`src/usb_tx_pkg.sv`:
```
// ****************************************
// Shared USB full-speed transmit definitions
// PID codes are the 4-bit values sent in the low nibble
// CRC16 constants match the USB data packet polynomial
// ****************************************

`default_nettype none

package usb_tx_pkg;

  // Packet identifier
  typedef logic [3:0] pid_t;

  // Data PIDs carry payload and CRC16
  localparam pid_t PID_DATA0 = 4'b0011;
  localparam pid_t PID_DATA1 = 4'b1011;

  // Handshake PIDs, PID byte only
  localparam pid_t PID_ACK   = 4'b0010;
  localparam pid_t PID_NAK   = 4'b1010;
  localparam pid_t PID_STALL = 4'b1110;

  // Sync pattern, LSB first on the line
  localparam logic [7:0] SYNC_BYTE = 8'h80;

  // CRC16 generator
  localparam logic [15:0] CRC16_POLY = 16'h8005;
  localparam logic [15:0] CRC16_INIT = 16'hFFFF;

  // Line rules
  localparam int STUFF_LIMIT  = 6;
  localparam int EOP_SE0_BITS = 2;

  // Line-state counter widths
  localparam int ONES_CNT_W = $clog2(STUFF_LIMIT + 1);
  localparam int SE0_CNT_W  = $clog2(EOP_SE0_BITS + 1);

  // True for packets that carry payload and CRC16
  function automatic logic pid_has_data(input pid_t pid_val);
    return (pid_val == PID_DATA0) || (pid_val == PID_DATA1);
  endfunction

endpackage

`default_nettype wire
```
`src/usb_tx_top.sv`:
```
// ****************************************
// Full-speed USB packet transmitter
// Line is J when idle, d_mode high while driving
// data_byte must be valid the cycle after byte_req
// ****************************************

`default_nettype none
`timescale 1ns/100ps

module usb_tx_top #(
  parameter int CLKS_PER_BIT = 4,
  parameter int MAX_LEN      = 64
) (
  input  logic                           tb_clk,
  input  logic                           arst_n,
  input  logic                           start,
  input  usb_tx_pkg::pid_t               pid,
  input  logic [$clog2(MAX_LEN + 1)-1:0] len,
  input  logic [7:0]                     data_byte,
  output logic                           byte_req,
  output logic                           busy,
  output logic                           done,
  output logic                           d_mode,
  output logic                           dplus_out,
  output logic                           dminus_out
);

  // Packetizer to encoder
  logic        tx_bit;
  logic        tx_valid;
  logic        tx_eop;
  logic        bit_take;
  logic        eop_done;
  // Packetizer to CRC
  logic        crc_clear;
  logic        crc_shift;
  logic        crc_bit;
  logic [15:0] crc_value;

  usb_tx_packetizer #(
    .MAX_LEN(MAX_LEN)
  ) packetizer0 (
    .tb_clk    (tb_clk),
    .arst_n    (arst_n),
    .start     (start),
    .pid       (pid),
    .len       (len),
    .data_byte (data_byte),
    .bit_take  (bit_take),
    .eop_done  (eop_done),
    .crc_value (crc_value),
    .byte_req  (byte_req),
    .busy      (busy),
    .done      (done),
    .tx_bit    (tx_bit),
    .tx_valid  (tx_valid),
    .tx_eop    (tx_eop),
    .crc_clear (crc_clear),
    .crc_shift (crc_shift),
    .crc_bit   (crc_bit)
  );

  usb_crc16 crc0 (
    .tb_clk    (tb_clk),
    .arst_n    (arst_n),
    .crc_clear (crc_clear),
    .crc_shift (crc_shift),
    .crc_bit   (crc_bit),
    .crc_value (crc_value)
  );

  usb_bit_encoder #(
    .CLKS_PER_BIT(CLKS_PER_BIT)
  ) encoder0 (
    .tb_clk     (tb_clk),
    .arst_n     (arst_n),
    .tx_bit     (tx_bit),
    .tx_valid   (tx_valid),
    .tx_eop     (tx_eop),
    .bit_take   (bit_take),
    .eop_done   (eop_done),
    .d_mode     (d_mode),
    .dplus_out  (dplus_out),
    .dminus_out (dminus_out)
  );

endmodule

`default_nettype wire

```
`src/usb_tx_packetizer.sv`:
```
// ****************************************
// Packet sequencer for SYNC, PID, payload, CRC16 and EOP
// len above MAX_LEN is not supported
// One byte is prefetched, data_byte is sampled the cycle after byte_req
// start is ignored while busy
// ****************************************

`default_nettype none
`timescale 1ns/100ps

module usb_tx_packetizer #(
  parameter int MAX_LEN = 64
) (
  input  logic                           tb_clk,
  input  logic                           arst_n,
  input  logic                           start,
  input  usb_tx_pkg::pid_t               pid,
  input  logic [$clog2(MAX_LEN + 1)-1:0] len,
  input  logic [7:0]                     data_byte,
  input  logic                           bit_take,
  input  logic                           eop_done,
  input  logic [15:0]                    crc_value,
  output logic                           byte_req,
  output logic                           busy,
  output logic                           done,
  output logic                           tx_bit,
  output logic                           tx_valid,
  output logic                           tx_eop,
  output logic                           crc_clear,
  output logic                           crc_shift,
  output logic                           crc_bit
);

  import usb_tx_pkg::*;

  localparam int LEN_W = $clog2(MAX_LEN + 1);

  typedef enum logic [2:0] {
    PH_IDLE,
    PH_SYNC,
    PH_PID,
    PH_PAYLOAD,
    PH_CRC,
    PH_EOP,
    PH_WAIT
  } phase_t;

  phase_t           phase;
  pid_t             pid_q;
  logic [3:0]       bit_cnt;
  logic [LEN_W-1:0] load_left;
  logic [LEN_W-1:0] fetch_left;
  logic             req_q;
  logic [7:0]       shift_reg;
  logic [7:0]       next_byte;
  logic             start_ok;
  logic             byte_end;
  logic             crc_end;
  logic             load_next;
  logic             issue_req;

  // ****************************************
  // Field boundaries
  // ****************************************
  assign start_ok  = start && (phase == PH_IDLE);
  assign byte_end  = bit_take && (bit_cnt == 4'd7) && (phase != PH_CRC);
  assign crc_end   = bit_take && (bit_cnt == 4'd15) && (phase == PH_CRC);
  // Next payload byte moves from the prefetch register
  assign load_next = byte_end && ((phase == PH_PID) || (phase == PH_PAYLOAD)) &&
                     (load_left != '0);
  // Prefetch at SYNC end and at each payload load
  assign issue_req = (((phase == PH_SYNC) && byte_end) || load_next) && (fetch_left != '0);

  // ****************************************
  // Outputs to encoder and CRC
  // ****************************************
  assign busy     = (phase != PH_IDLE);
  assign tx_valid = (phase != PH_IDLE) && (phase != PH_WAIT);
  assign tx_eop   = (phase == PH_EOP);
  // CRC goes out complemented, bit 15 first
  assign tx_bit   = (phase == PH_CRC) ? ~crc_value[4'd15 - bit_cnt] : shift_reg[0];

  assign crc_clear = start_ok;
  assign crc_shift = bit_take && (phase == PH_PAYLOAD);
  assign crc_bit   = shift_reg[0];

  // ****************************************
  // Phase machine
  // ****************************************
  always_ff @(posedge tb_clk or negedge arst_n) begin
    if (!arst_n) begin
      phase      <= PH_IDLE;
      bit_cnt    <= '0;
      load_left  <= '0;
      fetch_left <= '0;
      byte_req   <= 1'b0;
      req_q      <= 1'b0;
      done       <= 1'b0;
    end else begin
      byte_req <= 1'b0;
      done     <= 1'b0;
      req_q    <= byte_req;

      // Bit index within the current field
      if (bit_take) begin
        bit_cnt <= (byte_end || crc_end) ? 4'd0 : bit_cnt + 1'b1;
      end

      if (issue_req) begin
        byte_req   <= 1'b1;
        fetch_left <= fetch_left - 1'b1;
      end
      if (load_next) begin
        load_left <= load_left - 1'b1;
      end

      case (phase)
        PH_IDLE: begin
          if (start_ok) begin
            phase   <= PH_SYNC;
            bit_cnt <= '0;
            // Handshakes carry no payload
            load_left  <= pid_has_data(pid) ? len : '0;
            fetch_left <= pid_has_data(pid) ? len : '0;
          end
        end
        PH_SYNC: begin
          if (byte_end) phase <= PH_PID;
        end
        PH_PID: begin
          if (load_next) begin
            phase <= PH_PAYLOAD;
          end else if (byte_end) begin
            // Zero-length data still gets CRC
            if (pid_has_data(pid_q)) phase <= PH_CRC;
            else phase <= PH_EOP;
          end
        end
        PH_PAYLOAD: begin
          if (byte_end && (load_left == '0)) phase <= PH_CRC;
        end
        PH_CRC: begin
          if (crc_end) phase <= PH_EOP;
        end
        PH_EOP: begin
          // Encoder owns the line until eop_done
          if (bit_take) phase <= PH_WAIT;
        end
        PH_WAIT: begin
          if (eop_done) begin
            phase <= PH_IDLE;
            done  <= 1'b1;
          end
        end
        default: phase <= PH_IDLE;
      endcase
    end
  end

  // Byte datapath, shifted out LSB first
  always_ff @(posedge tb_clk) begin
    if (req_q) next_byte <= data_byte;
    if (start_ok) begin
      pid_q     <= pid;
      shift_reg <= SYNC_BYTE;
    end else if ((phase == PH_SYNC) && byte_end) begin
      // PID in low nibble, check bits in high nibble
      shift_reg <= {~pid_q, pid_q};
    end else if (load_next) begin
      shift_reg <= next_byte;
    end else if (bit_take) begin
      shift_reg <= {1'b0, shift_reg[7:1]};
    end
  end

endmodule

`default_nettype wire

```
`src/usb_bit_encoder.sv`:
```
// ****************************************
// Line driver with bit timing, bit stuffing, NRZI and EOP
// CLKS_PER_BIT must be 2 or more
// tx_valid must stay high from the first bit to the EOP request
// A missing bit mid-packet drops the packet and returns to J
// ****************************************

`default_nettype none
`timescale 1ns/100ps

module usb_bit_encoder #(
  parameter int CLKS_PER_BIT = 4
) (
  input  logic tb_clk,
  input  logic arst_n,
  input  logic tx_bit,
  input  logic tx_valid,
  input  logic tx_eop,
  output logic bit_take,
  output logic eop_done,
  output logic d_mode,
  output logic dplus_out,
  output logic dminus_out
);

  import usb_tx_pkg::*;

  localparam int CNT_W = $clog2(CLKS_PER_BIT);

  typedef enum logic [1:0] {
    ENC_IDLE,
    ENC_DATA,
    ENC_SE0,
    ENC_J
  } enc_state_t;

  enc_state_t            state;
  logic [CNT_W-1:0]      clk_cnt;
  logic [ONES_CNT_W-1:0] ones_cnt;
  logic [SE0_CNT_W-1:0]  se0_cnt;
  logic                  bit_end;
  logic                  stuff_now;

  // Last clock of the current line bit
  assign bit_end = (state != ENC_IDLE) && (clk_cnt == CNT_W'(CLKS_PER_BIT - 1));

  // Six ones sent, next bit is a stuffed zero
  assign stuff_now = (state == ENC_DATA) && bit_end &&
                     (ones_cnt == ONES_CNT_W'(STUFF_LIMIT));

  // Idle takes at once, data takes at the bit boundary
  assign bit_take = tx_valid && !stuff_now &&
                    ((state == ENC_IDLE) || ((state == ENC_DATA) && bit_end));

  // End of the J bit after SE0
  assign eop_done = (state == ENC_J) && bit_end;

  always_ff @(posedge tb_clk or negedge arst_n) begin
    if (!arst_n) begin
      state      <= ENC_IDLE;
      clk_cnt    <= '0;
      ones_cnt   <= '0;
      se0_cnt    <= '0;
      d_mode     <= 1'b0;
      dplus_out  <= 1'b1;
      dminus_out <= 1'b0;
    end else begin
      // Bit period counter, parked at zero in idle
      if ((state == ENC_IDLE) || bit_end) begin
        clk_cnt <= '0;
      end else begin
        clk_cnt <= clk_cnt + 1'b1;
      end

      if (stuff_now) begin
        // Stuffed zero toggles the line
        dplus_out  <= ~dplus_out;
        dminus_out <= ~dminus_out;
        ones_cnt   <= '0;
      end else if (bit_take && tx_eop) begin
        // Start of EOP, SE0
        state      <= ENC_SE0;
        se0_cnt    <= '0;
        ones_cnt   <= '0;
        d_mode     <= 1'b1;
        dplus_out  <= 1'b0;
        dminus_out <= 1'b0;
      end else if (bit_take) begin
        state  <= ENC_DATA;
        d_mode <= 1'b1;
        // NRZI, one holds and zero toggles
        if (tx_bit) begin
          ones_cnt <= ones_cnt + 1'b1;
        end else begin
          ones_cnt   <= '0;
          dplus_out  <= ~dplus_out;
          dminus_out <= ~dminus_out;
        end
      end else if (bit_end) begin
        case (state)
          ENC_DATA: begin
            // Starved mid-packet
            state      <= ENC_IDLE;
            d_mode     <= 1'b0;
            ones_cnt   <= '0;
            dplus_out  <= 1'b1;
            dminus_out <= 1'b0;
          end
          ENC_SE0: begin
            if (se0_cnt == SE0_CNT_W'(EOP_SE0_BITS - 1)) begin
              // SE0 done, one J bit follows
              state      <= ENC_J;
              dplus_out  <= 1'b1;
              dminus_out <= 1'b0;
            end else begin
              se0_cnt <= se0_cnt + 1'b1;
            end
          end
          ENC_J: begin
            // Release the line
            state  <= ENC_IDLE;
            d_mode <= 1'b0;
          end
          default: begin
          end
        endcase
      end
    end
  end

endmodule

`default_nettype wire

```
`src/usb_crc16.sv`:
```
// ****************************************
// Serial CRC16 over the payload, one bit per shift
// Bits must arrive LSB first within each byte
// Output is the raw register, the caller complements it
// ****************************************

`default_nettype none
`timescale 1ns/100ps

module usb_crc16 (
  input  logic        tb_clk,
  input  logic        arst_n,
  input  logic        crc_clear,
  input  logic        crc_shift,
  input  logic        crc_bit,
  output logic [15:0] crc_value
);

  import usb_tx_pkg::*;

  logic feedback;

  // Incoming bit against the register MSB
  assign feedback = crc_bit ^ crc_value[15];

  always_ff @(posedge tb_clk or negedge arst_n) begin
    if (!arst_n) begin
      crc_value <= CRC16_INIT;
    end else if (crc_clear) begin
      // New packet
      crc_value <= CRC16_INIT;
    end else if (crc_shift) begin
      // Shift left, fold in polynomial on feedback
      if (feedback) begin
        crc_value <= {crc_value[14:0], 1'b0} ^ CRC16_POLY;
      end else begin
        crc_value <= {crc_value[14:0], 1'b0};
      end
    end
  end

endmodule

`default_nettype wire

```
`config.mk`:
```
export PLATFORM = sky130hd
export DESIGN_NAME = usb_tx_top
export DESIGN_NICKNAME = d
export VERILOG_FILES = /design/src/usb_tx_pkg.sv /design/src/usb_tx_top.sv /design/src/usb_tx_packetizer.sv /design/src/usb_bit_encoder.sv /design/src/usb_crc16.sv
export SDC_FILE = /design/constraint.sdc
export NUM_CORES = 1
export LEC_CHECK = 0
export ABC_AREA = 1
export CORE_MARGIN = 2
export CORE_UTILIZATION = 30
export DETAILED_ROUTE_END_ITERATION = 16
export DONT_BUFFER_PORTS = 1
export SETUP_SLACK_MARGIN = 0.3
export SYNTH_ARGS = -nofsm -noshare
export SYNTH_HDL_FRONTEND = slang
export SYNTH_SLANG_ARGS = --single-unit
```
`constraint.sdc`:
```
create_clock -name tb_clk -period 2.8 [get_ports tb_clk]
set_input_delay 0.28 -clock tb_clk [delete_from_list [all_inputs] [get_ports tb_clk]]
set_output_delay 0.28 -clock tb_clk [all_outputs]
set_load 0.02 [all_outputs]
```
==> Implementation_results.wiki <==
{| class="wikitable"
! Metric !! Value
|-
| Status || completed
|-
| Worst Path Class, Setup || reg -> reg
|-
| Multiplexer share of the synthesized area || 0
|-
| Slew at the pin closest to its max-slew limit || 0.456 ns
|-
| DIE AREA || 0.0142 mm2
|-
| Horizontal die dimension || 119 um
|-
| Final #Nets || 520
|-
| FF+latch area || 0.00184 mm2
|-
| Required time at the endpoint of the critical path || 3.02 ns
|-
| Vias in the first global route || 3152
|-
| Total length of routed wires || 8790 um
|-
| Area inside the core boundary || 0.0131 mm2
|-
| Post-synthesis instance area || 0.00399 mm2
|-
| Critical register-to-register path startpoint || packetizer0.bit_cnt[0]$_DFF_PN0_
|-
| HPWL Detailed || 6290 um
|-
| Global-route wire length before repair || 15300 um
|-
| Startpoint of the most critical hold path || data_byte[5]
|-
| Final worst setup slack || 0.577 ns
|-
| Gate Count Post-Synth || 485
|-
| Cell family with the largest share of critical-path delay || simple AND/OR/NAND/NOR gates
|-
| Iteration count of the initial detailed-routing pass || 4
|-
| Finish-stage setup viols || 0
|-
| I/O pin count || 28
|-
| Final sum of negative setup slack || 0 ns
|-
| Overflow left after global routing || 0
|-
| Adder-cell share of the synthesized area || 0.0282
|-
| Highest Clock Rate || 0.450 GHz
|-
| Largest family of logic cells by synthesized area || simple AND/OR/NAND/NOR gates
|-
| Cell area after layout || 0.00446 mm2
|-
| Number of violations reported at the end of detailed-routing iteration 0 || 234
|-
| Buffer levels on the longest clock path || 2
|-
| Ratio of final minimum period to clock period || 0.794
|-
| Hold path endpoint || packetizer0.next_byte[5]$_DFFE_PP_
|-
| Data arrival time of the worst path || 2.44 ns
|-
| Clock root buffer master || sky130_fd_sc_hd__clkbuf_16
|-
| Clk Latency, worst-skew pair || 0.34 ns
|-
| Instance area at placement || 0.00415 mm2
|-
| DRC violation count after routing || 0
|-
| Post-layout min period || 2.22 ns
|-
| Combined buffer and inverter count along the critical path || 2
|-
| Depth of the worst register-to-register path || 9
|-
| Total of warnings raised by yosys || 0
|-
| Stage delay of the slowest cell on the critical path || 0.59 ns
|-
| Register area share after synthesis || 0.462
|-
| Worst hold slack across all endpoints || 0.0396 ns
|-
| P per Cell Area || 1080 mW/mm2
|-
| End of the worst register-to-register path || packetizer0.phase[2]$_DFFE_PN0P_
|-
| Multi-input gate area in the final layout || 0.00182 mm2
|-
| Clock buffer count from CTS || 9
|-
| Post-synthesis cell type count || 44
|-
| Critical path cell sequence || ha_1 -> inv_1 -> nor3_4 -> nand4_2 -> buf_4 -> nand2_1 -> nand2_1 -> nor2_1 -> o21ai_1
|-
| Antenna cell count || 0
|-
| Pre-CTS setup slack || 0.587 ns
|-
| Detail-routed via count per cell || 4.74
|-
| Resized cells post-CTS || 0
|-
| Depth of the CTS H-tree || 3
|-
| Final-report hold violation count || 0
|-
| Worst clock skew || 0.00794 ns
|-
| Layout cells sized above 1 || 0.136
|-
| Global-route usage over all layers || 0.134
|-
| Weighted congestion at the end of routability-driven global placement || 0.876
|-
| Clk slew on worst S/H paths || 0.05 ns
|-
| Flops & latches, synth || 72
|-
| Area share of the largest cell type after synthesis || 0.220
|-
| Number of synthesized flops with an enable pin || 12
|-
| Number of pins with negative max-slew slack in the final report || 0
|-
| Fraction of synthesis flops using an asynchronous set or reset pin || 0.722
|-
| Routed length per placed instance || 13.1 um
|-
| Port Buffers || 0
|-
| Unrepaired setup endpoints after global routing || false
|-
| Leak Pwr || 0.00209 uW
|-
| Crit path launch || packetizer0.bit_cnt[0]$_DFF_PN0_
|-
| Class of the tightest hold or removal check || in -> reg
|-
| Initial antenna violation count || 0
|-
| Fraction of the mapped netlist area in simple logic gates || 0.277
|-
| Largest area contributor in the synthesized netlist || sky130_fd_sc_hd__dfrtp_1
|-
| Worst slew margin || 0.695
|-
| Kind of capture point of the worst setup path || flop
|-
| Min-Delay Path Depth || 0
|-
| Total of fill cells in the finished design || 1336
|-
| Dominant synthesized flop cell || sky130_fd_sc_hd__dfrtp_1
|-
| CTS sink cnt || 72
|-
| Share of the synthesized area in compound gates (AO/OA/AOI/OAI) || 0.126
|-
| Number of flip-flops under the largest register name || 16
|-
| Synthesized netlist net count || 516
|-
| Startpoint Class || flop
|-
| Area growth syn-to-layout || 11.8%
|-
| Final antenna-violating net count || 0
|-
| Slowest cell on the critical path || sky130_fd_sc_hd__dfrtp_1
|-
| Worst reg-to-reg setup slack || 0.58 ns
|-
| Syn avg cell area || 8.22 um2
|-
| TritonCTS clock tree || done
|-
| Total number of placement rows || 42
|-
| CP max FO || 13
|-
| Max-cap viol count || 0
|-
| Post-synthesis share of cell area spent on xor and xnor gates || 0.0264
|-
| Via count || 3174
|-
| Sum of internal, switching and leakage power || 4820 uW
|-
| Maximum number of pins on one net before global-route repair || 53
|-
| Starting density of the core || 0.305
|-
| Cell types with the largest area share after synthesis || sky130_fd_sc_hd__dfrtp_1 22%, sky130_fd_sc_hd__nand2_1 11%, sky130_fd_sc_hd__dfstp_2 11%
|-
| Overall die height || 119 um
|-
| Cell occurring most often along the worst timing path || sky130_fd_sc_hd__nand2_1
|-
| Peak supply drop || 0.400 mV
|}
logic make-up (layout without fill, tap and decap cells):
family	count (synthesis)	after routing
simple gates	232	232
compound gates	87	87
buf+inv	73	82
flops	72	72
xor+xnor	12	12
fa+ha+maj	9	9
where the power goes:
part / switching (uW) / leakage (uW) / internal (uW)
clock network: 415 / 0.000130 / 621
logic: 1250 / 0.00114 / 707
registers: 316 / 0.000818 / 1510
synth_stat cells, types with 2 or more instances:
cell and instances:
sky130_fd_sc_hd__inv_2 4, sky130_fd_sc_hd__inv_1 53, sky130_fd_sc_hd__a21oi_2 3, sky130_fd_sc_hd__nor3_1 5
sky130_fd_sc_hd__nand2_2 5, sky130_fd_sc_hd__o21ai_1 12, sky130_fd_sc_hd__buf_4 2, sky130_fd_sc_hd__clkbuf_1 4
sky130_fd_sc_hd__xnor2_1 5, sky130_fd_sc_hd__buf_6 4, sky130_fd_sc_hd__ha_1 9, sky130_fd_sc_hd__a21oi_1 19
sky130_fd_sc_hd__a22oi_1 2, sky130_fd_sc_hd__nor3b_1 2, sky130_fd_sc_hd__nand4_1 4, sky130_fd_sc_hd__o21ai_0 30
sky130_fd_sc_hd__nor2_2 4, sky130_fd_sc_hd__nand2_1 120, sky130_fd_sc_hd__o21a_1 2, sky130_fd_sc_hd__nand3_2 4
sky130_fd_sc_hd__o211ai_1 10, sky130_fd_sc_hd__o31ai_1 2, sky130_fd_sc_hd__xor2_1 7, sky130_fd_sc_hd__dfrtp_1 35
sky130_fd_sc_hd__nand3_1 50, sky130_fd_sc_hd__a41oi_1 3, sky130_fd_sc_hd__dfstp_2 17, sky130_fd_sc_hd__dfxtp_1 8
sky130_fd_sc_hd__nor2_1 26, sky130_fd_sc_hd__buf_2 5, sky130_fd_sc_hd__edfxtp_1 12, sky130_fd_sc_hd__a31oi_1 2
sky130_fd_sc_hd__nand2_4 4
per-layer routing:
metal  global-route usage  part of all wire  vias up
li1                     -                 -     1621
met1                0.178              0.48     1477
met2                0.212              0.46       64
met3               0.0350             0.042       12
met4               0.0469             0.017        0
met5                    0                 0        -
cells in the final DEF, fill, tap and decap left out, types with 3 or more instances in the layout:
master,netlist,final
sky130_fd_sc_hd__nand4_1,4,4
sky130_fd_sc_hd__dfstp_2,17,17
sky130_fd_sc_hd__xor2_1,7,7
sky130_fd_sc_hd__nand2_2,5,5
sky130_fd_sc_hd__nand3_2,4,4
sky130_fd_sc_hd__nand2_4,4,4
sky130_fd_sc_hd__a21oi_2,3,3
sky130_fd_sc_hd__edfxtp_1,12,12
sky130_fd_sc_hd__a41oi_1,3,3
sky130_fd_sc_hd__dfrtp_1,35,35
sky130_fd_sc_hd__xnor2_1,5,5
sky130_fd_sc_hd__nand2_1,120,120
sky130_fd_sc_hd__inv_2,4,4
sky130_fd_sc_hd__clkinv_2,1,3
sky130_fd_sc_hd__nor2_1,26,26
sky130_fd_sc_hd__dfxtp_1,8,8
sky130_fd_sc_hd__clkbuf_16,0,9
sky130_fd_sc_hd__o21ai_1,12,12
sky130_fd_sc_hd__nor3_1,5,5
sky130_fd_sc_hd__o211ai_1,10,10
sky130_fd_sc_hd__nand3_1,50,50
sky130_fd_sc_hd__a21oi_1,19,19
sky130_fd_sc_hd__clkbuf_1,4,3
sky130_fd_sc_hd__buf_4,2,6
sky130_fd_sc_hd__o21ai_0,30,30
sky130_fd_sc_hd__nor2_2,4,4
sky130_fd_sc_hd__ha_1,9,9
sky130_fd_sc_hd__inv_1,53,53
layout make-up:
class,count,area share
well taps,176,0.0494
repair buffers,8,0.0185
inverters,58,0.0491
flip-flops and latches,72,0.414
clock buffers,13,0.0561
multi-input cells,340,0.409
clock inverters,3,0.00393
worst max-delay path by stage:
stage | end | slack, ns | depth (start not counted)
after floorplan | packetizer0.load_left[0]$_DFF_PN0_ | 1.03 | 12
after global placement | packetizer0.phase[2]$_DFFE_PN0P_ | 0.61 | 9
after detailed placement | packetizer0.shift_reg[5]$_SDFFE_PP0P_ | 0.59 | 9
after CTS | packetizer0.shift_reg[5]$_SDFFE_PP0P_ | 0.58 | 9
after global routing | packetizer0.fetch_left[4]$_DFF_PN0_ | 0.31 | 10
final | packetizer0.phase[2]$_DFFE_PN0P_ | 0.58 | 9
per-stage QoR:
stage / utilization / cells
after global placement: 0.317 / 652
after CTS: 0.341 / 670
after floorplan: - / 485
after global routing: 0.341 / 670
final: 0.341 / 670
after detailed placement: 0.317 / 652
what timing repair did:
action                                 CTS  global route
buffers inserted                         0             0
endpoints found under the hold margin   52             0
hold buffers                             2             0
(Power assumes the default switching activity.)
